File: src/bus_config.svh
`ifndef BUS_CONFIG_SVH
`define BUS_CONFIG_SVH

// number of bus masters sharing the slave
`define BUS_N_MASTERS 3

// 16-word register file
`define BUS_ADDR_W 4

`define BUS_DATA_W 16

// slave wait states between first live cycle and ack
`define BUS_WAIT_CYCLES 1

`endif
File: src/bus_pkg.sv
`default_nettype none

`include "bus_config.svh"

package bus_pkg;

    typedef enum logic {
        BUS_READ  = 1'b0,
        BUS_WRITE = 1'b1
    } bus_op_e;

    typedef enum logic {
        READY,
        BUSY
    } arb_state_e;

    // one bit per master
    typedef logic [`BUS_N_MASTERS-1:0] arb_vector;

    typedef logic [`BUS_ADDR_W-1:0] bus_addr_t;
    typedef logic [`BUS_DATA_W-1:0] bus_data_t;

    parameter arb_vector NO_GRANT = '0;

endpackage

`default_nettype wire

File: src/bus_if.sv
`timescale 1ns/1ps
`default_nettype none

interface bus_if;
    import bus_pkg::*;

    logic      req;
    logic      grant;
    bus_op_e   op;
    bus_addr_t addr;
    bus_data_t wdata;
    bus_data_t rdata;
    logic      ack; // single-cycle pulse, only while granted

    modport master (
        output req,
        output op,
        output addr,
        output wdata,
        input  grant,
        input  rdata,
        input  ack
    );

    // grant is driven from the top-level wiring, rdata/ack by the mux
    modport bus (
        input  req,
        input  op,
        input  addr,
        input  wdata,
        output grant,
        output rdata,
        output ack
    );

endinterface

`default_nettype wire

File: src/bus_top.sv
`timescale 1ns/1ps
`default_nettype none

`include "bus_config.svh"

module bus_top (
    input  logic               clk,
    input  logic               reset,
    input  bus_pkg::arb_vector cmd_valid,
    input  bus_pkg::bus_op_e   cmd_op,
    input  bus_pkg::bus_addr_t cmd_addr,
    input  bus_pkg::bus_data_t cmd_wdata,
    output bus_pkg::arb_vector busy,
    output bus_pkg::arb_vector bus_grant,
    output bus_pkg::arb_vector done,
    output bus_pkg::bus_data_t rdata
);
    import bus_pkg::*;

    arb_vector req_vec;
    bus_data_t master_rdata [`BUS_N_MASTERS];

    logic      slv_sel;
    bus_op_e   slv_op;
    bus_addr_t slv_addr;
    bus_data_t slv_wdata;
    bus_data_t slv_rdata;
    logic      slv_ack;

    bus_if bus_i [`BUS_N_MASTERS] ();

    bus_arbiter arbiter_i (
        .clk       (clk),
        .reset     (reset),
        .bus_ack   (slv_ack),
        .bus_req   (req_vec),
        .bus_grant (bus_grant)
    );

    for (genvar g = 0; g < `BUS_N_MASTERS; g++) begin : g_master
        assign req_vec[g]      = bus_i[g].req;
        assign bus_i[g].grant  = bus_grant[g];

        bus_master master_i (
            .clk       (clk),
            .reset     (reset),
            .cmd_valid (cmd_valid[g]),
            .cmd_op    (cmd_op),
            .cmd_addr  (cmd_addr),
            .cmd_wdata (cmd_wdata),
            .bus       (bus_i[g]),
            .busy      (busy[g]),
            .done      (done[g]),
            .rdata     (master_rdata[g])
        );
    end

    bus_mux mux_i (
        .bus         (bus_i),
        .grant       (bus_grant),
        .sel         (slv_sel),
        .op          (slv_op),
        .addr        (slv_addr),
        .wdata       (slv_wdata),
        .slave_rdata (slv_rdata),
        .slave_ack   (slv_ack)
    );

    reg_slave slave_i (
        .clk   (clk),
        .reset (reset),
        .sel   (slv_sel),
        .op    (slv_op),
        .addr  (slv_addr),
        .wdata (slv_wdata),
        .rdata (slv_rdata),
        .ack   (slv_ack)
    );

    // lowest finishing master drives rdata
    always_comb begin
        rdata = '0;
        for (int i = `BUS_N_MASTERS - 1; i >= 0; i--) begin
            if (done[i]) begin
                rdata = master_rdata[i];
            end
        end
    end

endmodule

`default_nettype wire

File: src/reg_slave.sv
`timescale 1ns/1ps
`default_nettype none

`include "bus_config.svh"

module reg_slave (
    input  logic               clk,
    input  logic               reset,
    input  logic               sel,
    input  bus_pkg::bus_op_e   op,
    input  bus_pkg::bus_addr_t addr,
    input  bus_pkg::bus_data_t wdata,
    output bus_pkg::bus_data_t rdata,
    output logic               ack
);
    import bus_pkg::*;

    localparam int DEPTH  = 1 << `BUS_ADDR_W;
    localparam int WAIT_W = $clog2(`BUS_WAIT_CYCLES + 2);

    bus_data_t         mem [DEPTH];
    logic [WAIT_W-1:0] wait_cnt;

    always_ff @(posedge clk or posedge reset) begin
        if (reset) begin
            ack      <= 1'b0;
            wait_cnt <= '0;
            rdata    <= '0;
            for (int i = 0; i < DEPTH; i++) begin
                mem[i] <= '0;
            end
        end else begin
            if (ack) begin
                ack      <= 1'b0; // one-cycle pulse
                wait_cnt <= '0;
            end else if (sel) begin
                if (wait_cnt == WAIT_W'(`BUS_WAIT_CYCLES)) begin
                    ack      <= 1'b1;
                    wait_cnt <= '0;
                    rdata    <= mem[addr];
                    if (op == BUS_WRITE) begin
                        mem[addr] <= wdata;
                    end
                end else begin
                    wait_cnt <= wait_cnt + 1'b1;
                end
            end else begin
                wait_cnt <= '0; // idle bus
            end
        end
    end

    a_ack_pulse: assert property (
        @(posedge clk) disable iff (reset)
        ack |=> !ack
    );

endmodule

`default_nettype wire

File: src/bus_mux.sv
`timescale 1ns/1ps
`default_nettype none

`include "bus_config.svh"

module bus_mux (
    bus_if.bus                 bus [`BUS_N_MASTERS],
    input  bus_pkg::arb_vector grant,
    output logic               sel,
    output bus_pkg::bus_op_e   op,
    output bus_pkg::bus_addr_t addr,
    output bus_pkg::bus_data_t wdata,
    input  bus_pkg::bus_data_t slave_rdata,
    input  logic               slave_ack
);
    import bus_pkg::*;

    arb_vector req_v;
    bus_op_e   op_v    [`BUS_N_MASTERS];
    bus_addr_t addr_v  [`BUS_N_MASTERS];
    bus_data_t wdata_v [`BUS_N_MASTERS];

    for (genvar g = 0; g < `BUS_N_MASTERS; g++) begin : g_port
        assign req_v[g]   = bus[g].req;
        assign op_v[g]    = bus[g].op;
        assign addr_v[g]  = bus[g].addr;
        assign wdata_v[g] = bus[g].wdata;

        // response goes back to the granted master only
        assign bus[g].ack   = grant[g] & slave_ack;
        assign bus[g].rdata = grant[g] ? slave_rdata : '0;
    end

    always_comb begin
        op    = BUS_READ;
        addr  = '0;
        wdata = '0;
        for (int i = 0; i < `BUS_N_MASTERS; i++) begin
            if (grant[i]) begin // grant is one-hot
                op    = op_v[i];
                addr  = addr_v[i];
                wdata = wdata_v[i];
            end
        end
    end

    assign sel = |(grant & req_v);

    // sel is sampled just before the edge that raises ack
    a_ack_after_sel: assert property (@(posedge slave_ack) sel);

endmodule

`default_nettype wire

File: src/bus_master.sv
`timescale 1ns/1ps
`default_nettype none

module bus_master (
    input  logic              clk,
    input  logic              reset,
    input  logic              cmd_valid,
    input  bus_pkg::bus_op_e  cmd_op,
    input  bus_pkg::bus_addr_t cmd_addr,
    input  bus_pkg::bus_data_t cmd_wdata,
    bus_if.master             bus,
    output logic              busy,
    output logic              done,
    output bus_pkg::bus_data_t rdata
);
    import bus_pkg::*;

    logic      pending;
    logic      finish;
    bus_op_e   op_q;
    bus_addr_t addr_q;
    bus_data_t wdata_q;

    assign finish = bus.grant & bus.ack;

    always_ff @(posedge clk or posedge reset) begin
        if (reset) begin
            pending <= 1'b0;
            done    <= 1'b0;
        end else begin
            done <= 1'b0;
            if (pending && finish) begin
                pending <= 1'b0;
                done    <= 1'b1;
            end else if (!pending && cmd_valid) begin
                pending <= 1'b1;
            end
            // strobes while pending are dropped
        end
    end

    always_ff @(posedge clk) begin
        if (!pending && cmd_valid) begin
            op_q    <= cmd_op;
            addr_q  <= cmd_addr;
            wdata_q <= cmd_wdata;
        end
    end

    always_ff @(posedge clk) begin
        if (pending && finish) begin
            rdata <= bus.rdata; // meaningful for reads only
        end
    end

    // drop req during ack so the arbiter does not regrant us on that edge
    assign bus.req   = pending & ~finish;
    assign bus.op    = op_q;
    assign bus.addr  = addr_q;
    assign bus.wdata = wdata_q;

    assign busy = pending;

    a_cmd_locked: assert property (
        @(posedge clk) disable iff (reset)
        cmd_valid && pending |=> $stable({op_q, addr_q, wdata_q})
    );

endmodule

`default_nettype wire

File: src/bus_arbiter.sv
`timescale 1ns/1ps
`default_nettype none

`include "bus_config.svh"

module bus_arbiter (
    input  logic               clk,
    input  logic               reset,
    input  logic               bus_ack,
    input  bus_pkg::arb_vector bus_req,
    output bus_pkg::arb_vector bus_grant
);
    import bus_pkg::*;

    arb_state_e state_q;
    arb_vector  prio_req;

    // lowest index wins, so scan downward and let the last hit stand
    always_comb begin
        prio_req = NO_GRANT;
        for (int i = `BUS_N_MASTERS - 1; i >= 0; i--) begin
            if (bus_req[i]) begin
                prio_req    = NO_GRANT;
                prio_req[i] = 1'b1;
            end
        end
    end

    always_ff @(posedge clk or posedge reset) begin
        if (reset) begin
            state_q   <= READY;
            bus_grant <= NO_GRANT;
        end else begin
            case (state_q)
                READY: begin
                    bus_grant <= prio_req; // zero when nobody asks
                    if (bus_req != NO_GRANT) begin
                        state_q <= BUSY;
                    end
                end
                BUSY: begin
                    // grant only moves on the ack of the current transfer
                    if (bus_ack) begin
                        bus_grant <= prio_req;
                        if (bus_req == NO_GRANT) begin
                            state_q <= READY;
                        end
                    end
                end
                default: begin
                    state_q   <= READY;
                    bus_grant <= NO_GRANT;
                end
            endcase
        end
    end

    a_grant_onehot: assert property (
        @(posedge clk) disable iff (reset)
        $onehot0(bus_grant)
    );

    a_grant_held: assert property (
        @(posedge clk) disable iff (reset)
        (bus_grant != NO_GRANT) && !bus_ack |=> $stable(bus_grant)
    );

    // a new grant must go to a requester with no lower-index rival
    for (genvar i = 0; i < `BUS_N_MASTERS; i++) begin : g_prio_chk
        a_grant_prio: assert property (
            @(posedge clk) disable iff (reset)
            $rose(bus_grant[i]) |->
                $past(bus_req[i]) &&
                (($past(bus_req) & arb_vector'((1 << i) - 1)) == NO_GRANT)
        );
    end

endmodule

`default_nettype wire

File: config.mk
export PLATFORM = sky130hd
export DESIGN_NAME = bus_top
export DESIGN_NICKNAME = d
export VERILOG_FILES = /design/src/bus_pkg.sv /design/src/bus_if.sv /design/src/bus_top.sv /design/src/reg_slave.sv /design/src/bus_mux.sv /design/src/bus_master.sv /design/src/bus_arbiter.sv
export VERILOG_INCLUDE_DIRS = /design/src
export SDC_FILE = /design/constraint.sdc
export NUM_CORES = 1
export LEC_CHECK = 0
export BUFFER_PORTS_ARGS = -buffer_cell sky130_fd_sc_hd__buf_4
export CAP_MARGIN = 20
export CORE_MARGIN = 5
export CORE_UTILIZATION = 35
export CTS_BUF_LIST = sky130_fd_sc_hd__clkbuf_4 sky130_fd_sc_hd__clkbuf_8 sky130_fd_sc_hd__clkbuf_16
export CTS_CLUSTER_DIAMETER = 120
export DETAILED_ROUTE_END_ITERATION = 10
export HOLD_SLACK_MARGIN = 0.03
export PLACE_DENSITY = 0.49
export SLEW_MARGIN = 5
export SYNTH_ARGS = -nofsm -noshare
export SYNTH_HDL_FRONTEND = slang
export SYNTH_SLANG_ARGS = --single-unit
File: constraint.sdc
create_clock -name clk -period 30.1 [get_ports clk]
set_input_delay 6.02 -clock clk [delete_from_list [all_inputs] [get_ports clk]]
set_output_delay 6.02 -clock clk [all_outputs]
set_load 0.01 [all_outputs]
==> flow_summary.toml <==
[outcome]
status = "finished, final reports clean"

[grt]
grt.overflow.total = 0
antenna_found_initial = 2
grt_pass1_wl_um = 69800
grt_max_degree = 104
first_global_vias = 11100
grt_usage_pct = 16.7

[clock_tree]
cts-buffers-inserted = 43
clockBufferDepth = 3
path_clk_slew_ns = 0.06
holdBufCountCts = 0
clock_sinks = 396
postCtsSetupBuffers = 0
cts_max_level = 2
cts_root_buf = "clkbuf_16"
clock_latency_ns = 0.55
cts_tree = "done"
cts.repair.resized = 0

[power]
ir_worst_vdd_uv = 48.2
p_per_area_mw_per_mm2 = 105
leakage_nw = 8.45

[detailed_routing]
via_per_inst = 5.16
wl_per_cell_um = 21.9
routed_wl_um = 44400
ant_nets = 0
drtIter0Drc = 661
dr.pass1.iters = 5
vias = 10500
drc_errors = 0

[cells_and_area]
fin_nets = 1360
area_delta_synth_final_pct = 13.4
drive_gt1_share_pct = 33.5

[logic_synthesis]
synthTopCellsByArea = "dfrtp_1 (41%), edfxtp_1 (19%), mux2_2 (16%)"
synth.ff_latch_count = 396
synth_compound_area_share_pct = 7.94
yosys.area.top_type = "dfrtp_1"
yosysMostFrequentCell = "dfrtp_1"
synth_top_family_by_area = "multiplexers"
synth_nets = 1329
syn-cell-area_sq_mm = 0.0175
ys.flop_type = "dfrtp_1"
ys_types = 44
synth_edf_count = 111
muxShareOfSynthArea_pct = 20.8
synth-simple-area-share_pct = 8.07
ys_async_sr_fraction_pct = 72.0
synth_fa_ha_area_share_pct = 0
synth_cells = 1303
netlist_top_cells_count = "dfrtp_1 (285), mux2_2 (249), nand2_1 (139)"
synthXorXnorAreaFrac_pct = 0
ys_seq_area_share_pct = 59.9
synth.top_cell.area_share_pct = 40.8
yosysWarnings = 0
synth_area_per_cell_sq_um = 13.4

[timing]
slew_viol_final = 0
setup_viol = 0
rsz0062_at_grt = "no"
slew_headroom_pct = 33.0
finalSetupTns_ns = 0
max_clock_freq_mhz = 116
hold_slack_ns = 0.439
finalCriticalPeriod_ns = 8.61
hold_viol_final = 0
worst_pin_slew_ns = 1.00
fin_skew_ns = 0.0118
period_share_pct = 28.6

[worst_setup_path]
critPathSlowestCell = "nor2b_1"
cp_cell_sequence = "nor2b_1 > a22oi_1 > o21ai_0 > buf_4"
ff2ff_setup_slack_ns = 26.08
slowest_delay_ns = 0.87
path_buf_inv = 1
criticalPathCategory = "reg2out"
crit_fanout = 19
cp-end-kind = "primary output"
crit_arrival_ns = 2.59
cp_top_family = "simple AND/OR/NAND/NOR gates"
start_kind = "flop"
worstPathRequired_ns = 24.08

[floorplan]
design.core.area_sq_mm = 0.0492
die_h_um = 233
ios = 51
die_w_um = 233
dieArea_sq_mm = 0.0545
rows = 81
start_util_pct = 35.5

[flow_run]
cap_viol_max_count = 0

[min_path]
hold_class = "reg2reg"

[placed_design]
dp_hpwl_um = 26100
io_buffers = 50
gp_congestion = 0.734
[path summary, 6_finish.rpt]
kind | startpoint | endpoint | cells past startpoint
min in group asynchronous | reset | arbiter_i.bus_grant[1]$_DFFE_PP0P_ | 2
worst min-delay path | slave_i.wait_cnt[0]$_DFF_PP0_ | slave_i.wait_cnt[0]$_DFF_PP0_ | 1
worst min register to register | slave_i.wait_cnt[0]$_DFF_PP0_ | slave_i.wait_cnt[0]$_DFF_PP0_ | 1
worst max register to register | arbiter_i.bus_grant[0]$_DFFE_PP0P_ | slave_i.mem[6]$_DFFE_PP0P_ | 6
worst max-delay path | g_master[1].master_i.done$_DFF_PP0_ | rdata[3] | 4
max in group asynchronous | reset | slave_i.mem[161]$_DFFE_PP0P_ | 3
[per-stage QoR]
| step | std cells | power, mW | area, sq um | setup slack, ns | util [%] |
|---|---|---|---|---|---|
| after floorplan | 1303 | 1.32 | 17500 | 16.22 | - |
| after global placement | 1952 | 1.58 | 18400 | 22.03 | 37.5 |
| after detailed placement | 1952 | 1.59 | 18400 | 21.96 | 37.5 |
| after CTS | 2029 | 2.11 | 19800 | 21.34 | 40.3 |
| after global routing | 2030 | 2.22 | 19800 | 21.22 | 40.3 |
| final | 2032 | 2.09 | 19800 | 21.49 | 40.3 |
[per-layer routing]
layer	global-route usage, %	vias up	part of all wire, %
met5	0	-	0
met4	3.74	0	1.6
met3	2.81	50	3.9
met2	27.3	182	47
met1	23.5	5447	47
li1	-	4811	-
[cells by family after synthesis]
logic type,Yosys count
compound gates,222
buf+inv,107
flops,396
mux,308
simple gates,270
[flip-flops by register name, summed over array words and instances (netlist names), 2 cells and up]
register,cells
slave_i.mem,256
g_master.master_i.bus.wdata,48
g_master.master_i.rdata,48
slave_i.rdata,16
g_master.master_i.bus.addr,12
arbiter_i.bus_grant,3
g_master.master_i.bus.op,3
g_master.master_i.busy,3
g_master.master_i.done,3
slave_i.wait_cnt,2
[placed cells by master (no fill, tap or decap), types with 11 or more instances in the layout]
cell,netlist,final
a31oi_1,11,11
dfrtp_1,285,284
nand2_1,139,139
mux2i_1,31,31
nor2_4,16,16
buf_4,10,84
a22oi_1,56,56
a21oi_1,81,81
o221ai_1,13,13
mux2_2,249,249
nand3_1,12,12
edfxtp_1,111,111
clkbuf_16,0,43
o21ai_0,37,32
nor2_1,23,23
clkbuf_4,0,12
mux4_2,18,18
and2_1,49,49
[layout make-up]
type / count / area, sq um
fillers: 4645 / 29300
flip-flops and latches: 396 / 10500
multi-input cells: 800 / 6460
clock buffers: 58 / 1210
well taps: 664 / 831
repair buffers: 85 / 646
clock inverters: 19 / 158
inverters: 8 / 37.5
diodes: 2 / 5.00
[report_power, final]
part           switching, mW  leakage, nW  internal, mW
logic                  0.464         2.89         0.294
registers             0.0970         4.88         0.718
clock network          0.213        0.690         0.299
total                  0.774         8.45          1.31
Power figures use the tool's default switching activity.
